## src/dcache_pkg.sv

```systemverilog
// Data cache shared definitions
// Address split, payload types and cache geometry
`default_nettype none

package dcache_pkg;

    // Address split is tag, index, byte offset
    localparam int TAG_W    = 20;
    localparam int INDEX_W  = 8;
    localparam int OFFSET_W = 4;

    localparam int SETS  = 256;
    localparam int WORDS = 4;

    typedef logic [31:0]         word_t;
    typedef logic [3:0]          strb_t;
    typedef logic [TAG_W-1:0]    tag_t;
    typedef logic [INDEX_W-1:0]  index_t;
    typedef logic [OFFSET_W-1:0] offset_t;

    // Word 0 sits in the low bits
    typedef word_t [WORDS-1:0]   line_t;

    typedef logic [31:0]         addr_t;
    typedef logic [1:0]          beat_t;

endpackage

`default_nettype wire

```

## src/dcache_write_buffer.sv

```systemverilog
// Store write buffer
// Holds one hit store and writes its line back to the data array
// the next cycle with the strobed bytes merged in
`default_nettype none
`timescale 1ns/1ps

module dcache_write_buffer
    import dcache_pkg::*;
(
    input  logic       clk,
    input  logic       resetn,
    input  logic       load,
    input  logic       way,
    input  index_t     index_in,
    input  offset_t    offset,
    input  strb_t      strb,
    input  word_t      data,
    input  line_t      line,
    output logic       busy,
    output index_t     index,
    output logic [1:0] we,
    output line_t      wline
);

    logic    busy_q;
    logic    way_q;
    index_t  index_q;
    offset_t offset_q;
    strb_t   strb_q;
    word_t   data_q;
    line_t   line_q;

    always_ff @(posedge clk) begin
        if (!resetn) begin
            busy_q <= 1'b0;
        end else begin
            busy_q <= load;
        end
    end

    always_ff @(posedge clk) begin
        if (load) begin
            way_q    <= way;
            index_q  <= index_in;
            offset_q <= offset;
            strb_q   <= strb;
            data_q   <= data;
            line_q   <= line;
        end
    end

    // Byte merge into the addressed word
    always_comb begin
        wline = line_q;
        for (int b = 0; b < $bits(strb_t); b++) begin
            if (strb_q[b]) begin
                wline[offset_q[OFFSET_W-1:2]][8*b +: 8] = data_q[8*b +: 8];
            end
        end
    end

    assign busy  = busy_q;
    assign index = index_q;
    assign we    = busy_q ? {way_q, !way_q} : 2'b00;

endmodule

`default_nettype wire

```

## config.mk

```make
export PLATFORM = sky130hd
export DESIGN_NAME = dcache_write_buffer
export DESIGN_NICKNAME = d
export VERILOG_FILES = /design/src/dcache_pkg.sv /design/src/dcache_write_buffer.sv
export SDC_FILE = /design/constraint.sdc
export NUM_CORES = 1
export LEC_CHECK = 0
export BUFFER_PORTS_ARGS = -buffer_cell sky130_fd_sc_hd__buf_2
export CAP_MARGIN = 20
export CORE_MARGIN = 8
export CORE_UTILIZATION = 42
export CTS_CLUSTER_SIZE = 20
export DETAILED_ROUTE_END_ITERATION = 8
export PLACE_DENSITY = 0.76
export SYNTH_ARGS = -nofsm -noshare
export SYNTH_HDL_FRONTEND = slang
export SYNTH_SLANG_ARGS = --single-unit
export TNS_END_PERCENT = 100
```

## constraint.sdc

```tcl
create_clock -name clk -period 1.85 [get_ports clk]
set_input_delay 0.555 -clock clk [delete_from_list [all_inputs] [get_ports clk]]
set_output_delay 0.555 -clock clk [all_outputs]
set_load 0.005 [all_outputs]
```

# Word level (Yosys, flattened, before mapping)
# Cells that the tools add are included.
totals:
  in_bits: 180
  ff_bits: 178
  output_inout_bits: 139
  wordCells: 31
classes:
  n_reduce_logical: 2
  magnitude_cmp: 2
  mux: 17
ops:
  columns: ["op", "n"]
  rows:
  - ["$bwmux W128", 4]
  - ["$mux W128", 4]
  - ["$demux W32 S2", 4]
  - ["$mux W32", 1]
  - ["$mux W24", 1]
  - ["$mux W16", 1]
  - ["$mux W8", 1]
  - ["$lt A2 B3 Y1 const B", 1]
  - ["$ge A2 B1 Y1 const B", 1]
  - ["$mux W2", 1]
  - ["$logic_and A1 B1 Y1", 1]
  - ["$logic_not A1 Y1", 1]

# Longest topological paths before layout
depth:
  ltp_word: 12
  mapped_depth: 4

# Least setup slack after synthesis
# OpenSTA, ideal clock, no wires.
synth_timing:
  kind: "flip-flop to output port"
  startpoint: "register offset_q[2]"
  endpoint: "output wline[0] in the netlist's numbering"
  path_slack_ns: 0.046
  n_path_buf: 1
  path_stages_with_launch: 4
  arrival_ns: 1.249
  path_cell_list: "edfxtp_1 buf_4 nor3b_4 mux2_2"
synth_rtl:
  columns: ["element", "line_no", "text"]
  rows:
  - ["start: declaration", "dcache_write_buffer.sv:28", "offset_t offset_q;"]
  - ["start signal: assignment", "dcache_write_buffer.sv:45", "offset_q <= offset;"]
  - ["end: declaration", "dcache_write_buffer.sv:22", "output line_t wline"]

==> results.yml <==
timing:
  clock.fmax_ghz: 0.414
  drv_slew: 0
  grt_setup_unrepaired: "true"
  fin_crit_sh_pct: 130
  hold_viol: 0
  setup_tns_ns: -63.38
  fin_ws_ns: -0.563
  max_slew_margin_pct: 77.2
  fin_crit_ns: 2.41
  worst_pin_slew_ns: 0.342
  report.final.setup_viol: 128
power_and_ir_drop:
  p_seq_share_pct: 49.3
  p_leak_nw: 4.56
  p_sw_share_pct: 24.0
  irDropWorstVdd_v: 0.000702
  p_comb_share_pct: 16.1
  internal_power_mw: 7.52
  p_total_mw: 9.90
  clockPowerShare_pct: 34.6
  p_switching_mw: 2.38
  p_per_area_mw_per_mm2: 940
min_path:
  hold-path-endpoint: "data_q[31]"
  min_path_cells: 1
  hp-start: "data[31]"
  hold_path.class: "in2reg"
drt:
  vias: 4496
  routed_wl_um: 19300
  drtIter0Drc: 188
  first_pass_iters: 4
  drcViolationCount: 0
  ant_nets: 0
  wl_per_cell_um: 20.9
  vias_per_cell: 4.87
die:
  dieHeight_um: 145
  initial_core_util_pct: 42.6
  ios: 319
  rows: 47
  dieArea_sq_mm: 0.0211
  fp.dieW_um: 145
  coreArea_sq_mm: 0.0165
logic_synthesis:
  syn-instance-count: 327
  ys_seq_elements: 176
  syn_nets: 507
  synth_warnings: 0
  avgSynthCellArea_sq_um: 21.4
  seq_area_frac_synth_pct: 75.2
  ys_types: 11
  synth_area_sq_mm: 0.00701
run_status:
  violations: "setup timing"
  status: "complete, but fails checks"
setup_path:
  crit_type: "reg2out"
  required_ns: 1.29
  crit_path_end_kind: "output port"
  critPathMostFrequentCell: "buf_12"
  crit_buf_inv: 3
  crit_chain: "buf_12 -> nor3b_4 -> buf_12 -> mux2_4 -> buf_6"
  cp_top_family: "buffers and inverters"
  critPathSlowestCell: "edfxtp_1"
  arrival_ns: 1.86
  crit_fanout: 16
  cpPeakStageDelay_ns: 0.41
  worst_setup_path_start_kind: "flip-flop"
placed_design:
  dp_slack_ns: -0.172
  hpwl_um: 14300
  io_buffer_count: 316
  gp_congestion: 0.830
clock_network:
  cts-root-buf: "clkbuf_16"
  cts.clk_slew.worst_paths_ns: 0.07
  ctsLongestPathBuffers: 2
  numCtsBuffers: 17
  htree_num_levels: 4
  cts_tree: "yes"
  clock_sinks: 176
layout:
  layout.nets: 871
  n_antenna_cell: 0
  syn_to_final_growth_pct: 50.1
  drive_gt1_share_pct: 74.4
global_route:
  track_usage_pct: 18.1
  grt_max_degree: 37
  grt_overflow_total: 0
  antenna_found_initial: 2
  grt_pass1_vias: 5176
  grt_pass1_wl_um: 29300
job:
  maxCapViolCount: 0
## cell families (layout without fill, tap and decap cells)
group / after synthesis / in the layout / synth area share (%)
flops: 176 / 176 / 75.2
mux: 128 / 128 / 20.6
simple gates: 19 / 19 / 3.69
buf+inv: 4 / 381 / 0.535
## state kept, by name, summed over array words and instances, names as in the netlist
name      cells
data_q       32
line_q      128
busy          1
offset_q      2
way_q         1
strb_q        4
index         8
## cell usage after synthesis
cell / n / area (sq um)
buf_4: 2 / 15.0
edfxtp_1: 175 / 5260
nand3_2: 4 / 40.0
dfxtp_1: 1 / 20.0
buf_6: 2 / 22.5
nor3b_4: 4 / 75.1
nor2b_1: 1 / 6.26
nand3b_4: 4 / 80.1
nand3b_2: 4 / 45.0
mux2_2: 128 / 1440
and2_1: 2 / 12.5
## repair_timing
item                       CTS  global route
setup endpoints to repair  128           128
buffers inserted             8             1
hold buffers                 0             0
pin swaps                    5             6
gates resized for setup     98            53
## metrics by stage
stage	hold WS, ns	instance area [sq um]	utilization (%)	cells
6_report	0.302	10500	63.9	924
5_1_grt	0.274	10500	63.9	924
4_1_cts	0.280	10300	62.3	923
3_5_place_dp	0.733	9140	55.5	883
3_3_place_gp	0.731	9140	55.5	883
2_1_floorplan	0.654	7010	-	327
## power by group through the flow
| stage | clock network (mW) | logic, mW | registers [mW] |
|---|---|---|---|
| floorplan | 0 | 0.488 | 4.91 |
| global placement | 0 | 1.21 | 4.92 |
| detailed placement | 0 | 1.23 | 4.95 |
| CTS | 3.50 | 1.48 | 4.87 |
| global route | 3.65 | 1.70 | 4.91 |
| finish | 3.43 | 1.60 | 4.88 |
## per-layer routing
metal	GRT usage (%)	part of all wire, %
met1	18.4	37
met2	32.4	53
met3	8.36	8.3
met4	5.73	1.7
met5	0	0.093
## cells in the final DEF (no fill, tap or decap), types with 2 or more instances in the layout
master	instances
nor3b_4	4
and2_1	2
edfxtp_1	175
buf_2	247
buf_4	13
nand3_4	3
inv_6	5
clkbuf_16	17
clkinv_4	3
nand3b_4	4
buf_6	79
mux2_2	58
mux2_4	70
inv_8	4
buf_12	10
nand3b_2	4
## layout make-up
type,count,area [sq um]
fillers,1155,5940
clock buffers,17,425
multi-input cells,147,1990
clock inverters,15,143
well taps,220,275
flip-flops and latches,176,5280
repair buffers,349,2420
## worst max path at each step
stage           startpoint   endpoint  cells after the start
2_1_floorplan  offset_q[2]   wline[0]                      3
3_3_place_gp   offset_q[2]  wline[11]                      5
3_5_place_dp   offset_q[2]  wline[25]                      5
4_1_cts        offset_q[2]  wline[19]                      5
5_1_grt        offset_q[2]  wline[11]                      5
6_report       offset_q[2]  wline[15]                      5
Note: power is estimated with default switching activity, not from simulation.
