[src/dcache_pkg.sv]
// Data cache shared definitions
// Address split, payload types and cache geometry
`default_nettype none

package dcache_pkg;

    // Address split is tag, index, byte offset
    localparam int TAG_W    = 20;
    localparam int INDEX_W  = 8;
    localparam int OFFSET_W = 4;

    localparam int SETS  = 256;
    localparam int WORDS = 4;

    typedef logic [31:0]         word_t;
    typedef logic [3:0]          strb_t;
    typedef logic [TAG_W-1:0]    tag_t;
    typedef logic [INDEX_W-1:0]  index_t;
    typedef logic [OFFSET_W-1:0] offset_t;

    // Word 0 sits in the low bits
    typedef word_t [WORDS-1:0]   line_t;

    typedef logic [31:0]         addr_t;
    typedef logic [1:0]          beat_t;

endpackage

`default_nettype wire

[src/dcache_refill_counter.sv]
// Refill beat counter
// Places returned memory beats into their word slots and
// presents the whole line on the last beat
`default_nettype none
`timescale 1ns/1ps

module dcache_refill_counter
    import dcache_pkg::*;
(
    input  logic  clk,
    input  logic  resetn,
    input  logic  start,
    input  logic  ret_valid,
    input  logic  ret_last,
    input  word_t ret_data,
    output logic  done,
    output line_t line
);

    beat_t beat;
    line_t line_q;

    always_ff @(posedge clk) begin
        if (!resetn) begin
            beat <= '0;
        end else if (start) begin
            beat <= '0;
        end else if (ret_valid) begin
            beat <= beat + 1'b1;
        end
    end

    always_ff @(posedge clk) begin
        if (ret_valid) begin
            line_q[beat] <= ret_data;
        end
    end

    // Last beat bypasses the register so the line is whole at done
    always_comb begin
        line = line_q;
        if (ret_valid) begin
            line[beat] = ret_data;
        end
    end

    assign done = ret_valid && ret_last;

    a_last_on_beat3: assert property (@(posedge clk) disable iff (!resetn)
        (ret_valid && ret_last) |-> (beat == beat_t'(WORDS - 1)));

endmodule

`default_nettype wire

[config.mk]
export PLATFORM = sky130hd
export DESIGN_NAME = dcache_refill_counter
export DESIGN_NICKNAME = d
export VERILOG_FILES = /design/src/dcache_pkg.sv /design/src/dcache_refill_counter.sv
export SDC_FILE = /design/constraint.sdc
export NUM_CORES = 1
export LEC_CHECK = 0
export BUFFER_PORTS_ARGS = -buffer_cell sky130_fd_sc_hd__buf_4
export CORE_MARGIN = 1
export CORE_UTILIZATION = 32
export CTS_CLUSTER_DIAMETER = 60
export DETAILED_ROUTE_END_ITERATION = 16
export PLACE_DENSITY = 0.63
export SYNTH_ARGS = -nofsm -noshare
export SYNTH_HDL_FRONTEND = slang
export SYNTH_SLANG_ARGS = --single-unit
[constraint.sdc]
create_clock -name clk -period 1.7 [get_ports clk]
set_input_delay 0.255 -clock clk [delete_from_list [all_inputs] [get_ports clk]]
set_output_delay 0.255 -clock clk [all_outputs]
set_load 0.03 [all_outputs]
# Word level (Yosys, flattened, before mapping)
# Index checks and enable logic that the tools add are counted.
dict set report word_totals {
  reg_bits 130
  input_bits 37
  output_inout_bits 129
  wordCells 16
}
dict set report op_classes {
  n_addsub 1
  n_lt_le_gt_ge 2
  muxes 4
  bitwise_logic 1
  n_reduce_logical 3
}
# cell n
set ops {}
lappend ops {{128-bit bitwise mux} 1}
lappend ops {{128-bit 2-to-1 mux} 1}
lappend ops {{32-bit demux with 2-bit select} 1}
lappend ops {{32-bit 2-to-1 mux} 1}
lappend ops {{2-bit by 3-bit < comparator with 1-bit output (second input constant)} 1}
lappend ops {{2-bit by 1-bit adder with 2-bit output (second input constant)} 1}
lappend ops {{2-bit by 1-bit >= comparator with 1-bit output (second input constant)} 1}
lappend ops {{1-bit logical AND} 2}
lappend ops {{2-bit OR reduction} 1}
lappend ops {{1-bit inverter} 1}

# Logic depth before layout (Yosys ltp)
# Gate-level depths: netlist of run 1.
dict set report depth {
  depth_word 6
  depth_mapped 5
  depth_no_buf 4
}

# Worst setup path before layout of run 1
# Ideal clock, no wire load.
dict set report synth_timing {
  path_type {register to output}
  startpoint {register beat[0]}
  endpoint {output port line[2] (netlist name)}
  arrival_time_ps 1347
  required_ps 1445
  slack_ps 98
  stages_incl_launch_ff 6
  n_path_buf 1
  cell_sequence {dfxtp_1 inv_1 ha_1 nand2_4 buf_6 mux2_1}
}
# item line_no
set synth_lines {}
lappend synth_lines {{start: declaration} dcache_refill_counter.sv:20} ;# beat_t beat;
lappend synth_lines {{start signal: assignment} dcache_refill_counter.sv:29} ;# beat <= beat + 1'b1;
lappend synth_lines {{end: declaration} dcache_refill_counter.sv:17} ;# output line_t line

==> flow_metrics.env, run 1 <==
export IMPL_maxSlewViolCount=0
export IMPL_htreeDepth=4
export IMPL_clk_pin_slew_ns=0.05
export IMPL_critical_path_cell_chain="inv_4, ha_4, nand2_4, buf_12, buf_12, mux2_4, buf_6"
export IMPL_die_h_um=118
export IMPL_fillCellCount=1036
export IMPL_dr_pass1_iters=4
export IMPL_finalPower_mw=10.5
export IMPL_rsz0062_at_grt="yes"
export IMPL_synth_distinct_cells=12
export IMPL_intPower_mw=7.42
export IMPL_sequentialPowerShare_pct=35.1
export IMPL_drive_gt1_share_pct=72.3
export IMPL_via_count=3004
export IMPL_crit_path_end="line[48]"
export IMPL_worst_pin_slew_ns=0.162
export IMPL_grt_pass1_wl_um=19000
export IMPL_cts_sink_count=130
export IMPL_tritoncts_num_buffers=17
export IMPL_critPathLaunchType="flop"
export IMPL_seq_area_mm2=0.00261
export IMPL_fp_row_count=42
export IMPL_cap_violations=0
export IMPL_dieArea_mm2=0.0140
export IMPL_synth_warnings=0
export IMPL_diodes=0
export IMPL_fmax_ghz=0.477
export IMPL_crit_fanout=7
export IMPL_dp_hpwl_um=6970
export IMPL_cts_tree="yes"
export IMPL_r2r_start="beat[1]"
export IMPL_ir_drop_uv=953
export IMPL_cts_buffer_depth=2
export IMPL_postSynthNetCount=328
export IMPL_rr_worst_depth=8
export IMPL_endpoint_kind="output pin"
export IMPL_fin_crit_ns=2.10
export IMPL_cp_top_family="buffers and inverters"
export IMPL_ant_nets=0
export IMPL_fin_skew_ns=0.00531
export IMPL_swShare_pct=29.5
export IMPL_drt_initial_drc_count=139
export IMPL_critical_path_class="flop to output pin"
export IMPL_worst_ep_required_time_ns=1.44
export IMPL_die_w_um=118
export IMPL_routed_wl_um=12200
export IMPL_multi_input_area_mm2=0.00210
export IMPL_max_stage_delay_ns=0.38
export IMPL_violations="setup timing"
export IMPL_critical_path_slowest_cell="dfxtp_4"
export IMPL_holdWs_ns=0.117
export IMPL_antenna_found_initial=0
export IMPL_numPortBuffers=165
export IMPL_pwr_share_clk_pct=31.6
export IMPL_viasPerCell=4.41
export IMPL_status="finished with violations"
export IMPL_ios=166
export IMPL_synth_seq_area_share_pct=60.1
export IMPL_first_global_vias=3287
export IMPL_nets=534
export IMPL_synthesis_area_mm2=0.00433
export IMPL_synth_area_per_cell_um2=15.1
export IMPL_power_switching_mw=3.11
export IMPL_p_leak_nw=3.90
export IMPL_grt_overflow_total=0
export IMPL_area_growth_pct=80.3
export IMPL_synth_seq_cells=130
export IMPL_post_drt_wl_per_cell_um=17.9
export IMPL_track_usage_pct=18.3
export IMPL_rrSetupSlack_ns=0.07
export IMPL_powerDensity_mw_per_mm2=1350
export IMPL_setup_viol=128
export IMPL_start_util_pct=32.7
export IMPL_cp_depth=7
export IMPL_synthCells=287
export IMPL_grt_max_degree=17
export IMPL_cp_data_arrival_time_ns=1.84
export IMPL_hp_start="ret_data[10]"
export IMPL_core_mm2=0.0132
export IMPL_gp_congestion=0.700
export IMPL_holdCritPathClass="input pin to flop"
export IMPL_crit_start="beat[1]"
export IMPL_combPwrFrac_pct=33.3
export IMPL_slew_headroom_pct=88.9
export IMPL_root_buffer="clkbuf_16"
export IMPL_hold_viol=0
export IMPL_critPathBufInv=4
export IMPL_drc=0
export IMPL_r2r_end="line_q[45]"
export IMPL_clock_latency_ns=0.41
export IMPL_layout_setup_ws_ns=-0.398
export IMPL_period_share_pct=123
export IMPL_cpMostUsedCell="buf_12"
## kinds of logic after synthesis
kind of cell / after synthesis / synth area share (%)
multiplexers: 129 / 33.5
adder cells (fa/ha/maj): 4 / 1.16
flip-flops: 130 / 60.1
buffers and inverters: 15 / 3.55
AND/OR/NAND/NOR: 8 / 1.50
XOR/XNOR: 1 / 0.202
## Yosys cell counts, drive strengths merged
cell type | instances | share of area (%)
dfxtp | 130 | 60
mux2 | 128 | 33
buf | 13 | 3.4
ha | 4 | 1.2
nand2 | 4 | 1.0
inv | 2 | 0.17
nor2 | 2 | 0.17
and2 | 1 | 0.14
mux2i | 1 | 0.23
nand2b | 1 | 0.14
xnor2 | 1 | 0.20
## worst min path at each step
stage / to / slack (ns) / cells after the start
after floorplan: beat[0] / 0.41 / 2
after CTS: line_q[63] / 0.09 / 2
after detailed placement: line_q[120] / 0.46 / 1
after global routing: line_q[118] / 0.10 / 2
after global placement: line_q[121] / 0.45 / 1
final: line_q[74] / 0.12 / 2
## registers in the layout (all words and copies together), names as in the netlist
register  flops
beat          2
line_q      128
## power groups by stage
stage               logic [mW]  clock network (mW)  registers, mW
CTS                       3.44                3.42           3.69
detailed placement        2.64                   0           3.72
floorplan                 1.69                   0           3.68
global placement          2.61                   0           3.70
finish                    3.50                3.33           3.70
global route              3.64                3.56           3.74
## layer usage
layer / wire length (um) / GRT usage [%] / vias to the layer above
met4: 187 / 8.17 / 0
met5: 0 / 0 / -
met3: 621 / 5.36 / 15
met2: 6440 / 31.3 / 94
li1: - / - / 1413
met1: 4970 / 21.2 / 1482
## stage by stage
| step | utilization (%) | instances | setup WS, ns | TNS (ns) | area [um^2] |
|---|---|---|---|---|---|
| global route | 59.0 | 681 | -0.459 | -53.89 | 7810 |
| CTS | 58.3 | 678 | -0.416 | -47.94 | 7730 |
| finish | 59.0 | 681 | -0.398 | -45.33 | 7810 |
| floorplan | - | 287 | 0.0981 | 0 | 4330 |
| detailed placement | 44.1 | 626 | -0.0407 | -1.84 | 5840 |
| global placement | 44.1 | 626 | -0.0104 | -0.138 | 5840 |
## final cells by class
class | instances | area share, %
Timing Repair Buffer | 200 | 29.9
Clock inverter | 5 | 0.673
Inverter | 2 | 0.128
Clock buffer | 26 | 6.27
Sequential cell | 130 | 33.4
Tap cell | 176 | 2.82
Multi-Input combinational cell | 142 | 26.8
## placed cells by master, fill, tap and decap left out
master / n
and2_1: 1
mux2_4: 128
mux2i_1: 1
inv_2: 1
buf_4: 46
dfxtp_4: 2
ha_4: 3
xnor2_1: 1
buf_12: 16
clkinvlp_4: 1
bufinv_16: 1
ha_2: 1
buf_6: 131
clkbuf_1: 6
nor2_1: 2
nand2_4: 4
clkinv_2: 3
dfxtp_1: 128
buf_16: 6
clkbuf_8: 3
inv_4: 1
nand2b_1: 1
clkbuf_16: 18
## what timing repair did
item	CTS	global route
pin swaps	6	0
setup buffers	14	3
gates cloned	7	1
resized for setup	270	14
setup endpoints to repair	128	128
hold buffers	0	0
Note: power is estimated with default switching activity, not from simulation.
==> run 2: changes to the inputs <==
SKIP_CTS_REPAIR_TIMING = 1   (was unset)
==> flow_metrics.env, run 2 (synthesized netlist as in run 1, its figures left out) <==
export IMPL_status="finished with violations"
export IMPL_violations="setup timing"
export IMPL_critical_path_slowest_cell="dfxtp_4"
export IMPL_grt_overflow_total=0
export IMPL_drt_initial_drc_count=127
export IMPL_fin_util_pct=56.9
export IMPL_htreeDepth=4
export IMPL_placed_area_mm2=0.00584
export IMPL_dieArea_mm2=0.0140
export IMPL_tritoncts_num_buffers=17
export IMPL_grt_pass1_wl_um=15200
export IMPL_fin_crit_ns=2.06
export IMPL_cp_data_arrival_time_ns=1.81
export IMPL_dp_hpwl_um=6970
export IMPL_cp_top_family="flip-flops"
export IMPL_root_buffer="clkbuf_16"
export IMPL_fin_area_mm2=0.00753
export IMPL_ir_drop_uv=949
export IMPL_p_leak_nw=3.69
export IMPL_top_register="line_q"
export IMPL_drc=0
export IMPL_routed_wl_um=11900
export IMPL_swShare_pct=29.7
export IMPL_worst_pin_slew_ns=0.257
export IMPL_largestRegisters="line_q: 128 flops, beat: 2 flops"
export IMPL_hold_viol=0
export IMPL_viasPerCell=4.43
export IMPL_max_stage_delay_ns=0.36
export IMPL_power_switching_mw=3.07
export IMPL_endpoint_kind="output pin"
export IMPL_die_h_um=118
export IMPL_cts_sink_count=130
export IMPL_first_global_vias=2913
export IMPL_diodes=0
export IMPL_die_w_um=118
export IMPL_post_drt_wl_per_cell_um=17.7
export IMPL_cap_violations=0
export IMPL_layout_commonest_cell="dfxtp_1"
export IMPL_period_share_pct=121
export IMPL_final_cell_mix="dfxtp_1, buf_6, mux2_4"
export IMPL_holdCritPathClass="input pin to flop"
export IMPL_place_inst=626
export IMPL_setup_viol=128
export IMPL_start_util_pct=32.7
export IMPL_critPathLaunchType="flop"
export IMPL_critical_path_class="flop to output pin"
export IMPL_core_mm2=0.0132
export IMPL_crit_fanout=6
export IMPL_pwr_share_clk_pct=32.2
export IMPL_largest_reg_flops=128
export IMPL_drive_gt1_share_pct=71.5
export IMPL_ios=166
export IMPL_antenna_found_initial=0
export IMPL_area_growth_pct=73.9
export IMPL_powerDensity_mw_per_mm2=1380
export IMPL_via_count=2966
export IMPL_rrSetupSlack_ns=0.25
export IMPL_ant_nets=0
export IMPL_sequentialPowerShare_pct=35.6
export IMPL_clock_latency_ns=0.41
export IMPL_rsz0062_at_grt="yes"
export IMPL_intPower_mw=7.29
export IMPL_numPortBuffers=165
export IMPL_critPathBufInv=2
export IMPL_final_cells=670
export IMPL_cts_tree="yes"
export IMPL_track_usage_pct=14.6
export IMPL_grt_max_degree=19
export IMPL_cts_buffer_depth=2
export IMPL_dr_pass1_iters=4
export IMPL_fin_tns_setup_ns=-40.54
export IMPL_slew_headroom_pct=82.9
export IMPL_combPwrFrac_pct=32.2
export IMPL_clk_pin_slew_ns=0.05
export IMPL_layout_setup_ws_ns=-0.361
export IMPL_fmax_ghz=0.485
export IMPL_fp_row_count=42
export IMPL_worst_ep_required_time_ns=1.44
export IMPL_gp_congestion=0.700
export IMPL_maxSlewViolCount=0
export IMPL_fin_skew_ns=0.00431
export IMPL_nets=523
export IMPL_critical_path_cell_chain="ha_2, nand2_8, buf_6, mux2_2, buf_4"
[run 2: cell count changes in the layout (fill, tap and decap cells not counted)]
cell	before	now
buf_12	16	9
nand2_4	4	0
inv_2	1	2
buf_4	46	58
mux2_2	0	20
inv_4	1	0
mux2_1	0	1
nand2_8	0	4
clkbuf_16	18	25
buf_6	131	114
buf_16	6	0
mux2_4	128	107
[run 2: metrics by stage]
stage / setup WS (ns) / hold slack (ns) / power, mW
floorplan: 0.0981 / 0.410 / 5.38
global placement: -0.0104 / 0.452 / 6.31
detailed placement: -0.0407 / 0.457 / 6.37
CTS: -0.504 / 0.0810 / 9.73
global route: -0.433 / 0.103 / 10.8
finish: -0.361 / 0.117 / 10.4
[run 2: layout make-up]
cell class | count | area (um^2)
multi-input cells | 142 | 2050
repair buffers | 189 | 2100
inverters | 2 | 7.51
well taps | 176 | 220
clock inverters | 5 | 52.6
clock buffers | 26 | 489
flip-flops and latches | 130 | 2610
fillers | 1064 | 5710
[run 2: worst paths after layout]
kind | startpoint | end | depth (start not counted)
max | beat[0] | line[104] | 5
min | ret_data[24] | line_q[88] | 2
max reg2reg | beat[0] | line_q[109] | 5
min reg2reg | line_q[100] | line_q[100] | 1
[run 2: metal layers]
metal | vias to the layer above | global-route usage [%] | routed length [um]
met5 | - | 0 | 0
met4 | 0 | 8.17 | 231
met2 | 97 | 24.3 | 6050
met1 | 1464 | 16.0 | 4940
li1 | 1386 | - | -
met3 | 19 | 5.21 | 645
[run 2: power by group through the flow]
stage | clock, mW | sequential (mW) | combinational (mW)
3_5_place_dp | 0 | 3.72 | 2.64
5_1_grt | 3.56 | 3.73 | 3.47
6_report | 3.33 | 3.69 | 3.34
2_1_floorplan | 0 | 3.68 | 1.69
4_1_cts | 3.42 | 3.66 | 2.65
3_3_place_gp | 0 | 3.70 | 2.61
==> run 3: changes to the inputs <==
CTS_BUF_LIST = sky130_fd_sc_hd__clkbuf_8   (was unset)
HOLD_SLACK_MARGIN = 0.03   (was unset)
==> flow_metrics.env, run 3 (synthesized netlist as in run 1, its figures left out) <==
export IMPL_top_register="line_q"
export IMPL_clock_latency_ns=0.43
export IMPL_place_inst=626
export IMPL_start_util_pct=32.7
export IMPL_hp_start="ret_data[24]"
export IMPL_endpoint_kind="output pin"
export IMPL_wl_met3_um=597
export IMPL_r2r_start="beat[0]"
export IMPL_dp_hpwl_um=6970
export IMPL_slew_headroom_pct=82.8
export IMPL_maxSlewViolCount=0
export IMPL_drive_gt1_share_pct=71.7
export IMPL_largest_reg_flops=128
export IMPL_grt_pass1_wl_um=15000
export IMPL_worst_pin_slew_ns=0.258
export IMPL_powerDensity_mw_per_mm2=1270
export IMPL_drc=0
export IMPL_fp_row_count=42
export IMPL_drt_initial_drc_count=114
export IMPL_cp_data_arrival_time_ns=1.82
export IMPL_cts_buffer_depth=2
export IMPL_period_share_pct=122
export IMPL_core_mm2=0.0132
export IMPL_setup_viol=128
export IMPL_r2r_end="line_q[109]"
export IMPL_post_drt_wl_per_cell_um=17.8
export IMPL_rr_worst_depth=5
export IMPL_fmax_ghz=0.482
export IMPL_via_count=2964
export IMPL_cts_sink_count=130
export IMPL_root_buffer="clkbuf_8"
export IMPL_finalPower_mw=9.42
export IMPL_cts_tree="yes"
export IMPL_layout_setup_ws_ns=-0.376
export IMPL_viasPerCell=4.42
export IMPL_area_growth_pct=71.1
export IMPL_dr_pass1_iters=4
export IMPL_largestRegisters="line_q: 128 flops, beat: 2 flops"
export IMPL_fin_skew_ns=0.00615
export IMPL_wl_met1_um=5080
export IMPL_numPortBuffers=165
export IMPL_cap_violations=0
export IMPL_grt_max_degree=19
export IMPL_rsz0062_at_grt="yes"
export IMPL_fin_util_pct=56.0
export IMPL_hold_path_end="line_q[88]"
export IMPL_grt_overflow_total=0
export IMPL_post_place_ws_ns=-0.0407
export IMPL_gp_congestion=0.700
export IMPL_ir_drop_uv=720
export IMPL_track_usage_pct=14.3
export IMPL_critPathLaunchType="flop"
export IMPL_holdCritPathClass="input pin to flop"
export IMPL_nets=524
export IMPL_die_w_um=118
export IMPL_maxUsedRoutingLayer="met4"
export IMPL_fin_crit_ns=2.08
export IMPL_antenna_found_initial=0
export IMPL_critical_path_class="flop to output pin"
export IMPL_routed_wl_um=11900
export IMPL_layout_commonest_cell="dfxtp_1"
export IMPL_tritoncts_num_buffers=17
export IMPL_first_global_vias=2888
export IMPL_ios=166
export IMPL_status="finished with violations"
export IMPL_crit_fanout=6
export IMPL_worst_ep_required_time_ns=1.44
export IMPL_clk_pin_slew_ns=0.07
export IMPL_diodes=0
export IMPL_ant_nets=0
export IMPL_hold_depth=2
export IMPL_htreeDepth=4
export IMPL_wl_met2_um=5960
export IMPL_rrSetupSlack_ns=0.25
export IMPL_final_cells=671
export IMPL_dieArea_mm2=0.0140
export IMPL_hold_viol=0
export IMPL_violations="setup timing"
export IMPL_final_cell_mix="dfxtp_1, buf_6, mux2_4"
export IMPL_die_h_um=118
export IMPL_p_leak_nw=3.69
run 3: power breakdown:
group	total [mW]	internal (mW)	switching, mW
Sequential	3.69	3.55	0.142
Combinational	3.42	1.69	1.72
Clock	2.32	1.22	1.09
Total	9.42	6.47	2.96
run 3: worst max-delay path by stage:
stage,from,to,cells after the start,slack [ns]
after floorplan,beat[0],line[2],5,0.1
after global placement,beat[0],line[1],6,-0.01
after detailed placement,beat[0],line[73],6,-0.04
after CTS,beat[0],line[73],6,-0.55
after global routing,beat[0],line[104],5,-0.46
final,beat[0],line[104],5,-0.38
run 3: cell type report:
| cell class | count | area, um^2 |
|---|---|---|
| Clock buffer | 20 | 275 |
| Clock inverter | 11 | 75.1 |
| Fill cell | 1096 | 5830 |
| Inverter | 2 | 10.0 |
| Multi-Input combinational cell | 142 | 2090 |
| Sequential cell | 130 | 2610 |
| Tap cell | 176 | 220 |
| Timing Repair Buffer | 190 | 2130 |
run 3: metal layers:
layer | GRT usage [%] | up-vias
li1 | - | 1388
met1 | 15.9 | 1453
met2 | 24.1 | 106
met3 | 4.92 | 17
met4 | 7.69 | 0
met5 | 0 | -
run 3: critical path, stage by stage, from the launching register on:
cell     delay (ns)
dfxtp_4        0.37
ha_2           0.22
nand2_8        0.12
buf_6          0.15
mux2_2         0.36
buf_4          0.18
run 3: stage by stage:
| stage | hold slack (ns) | setup TNS, ns | area (um^2) |
|---|---|---|---|
| finish | 0.100 | -42.50 | 7410 |
| global route | 0.0634 | -53.25 | 7410 |
| CTS | 0.0416 | -63.34 | 6190 |
| detailed placement | 0.457 | -1.84 | 5840 |
| global placement | 0.452 | -0.138 | 5840 |
| floorplan | 0.410 | 0 | 4330 |
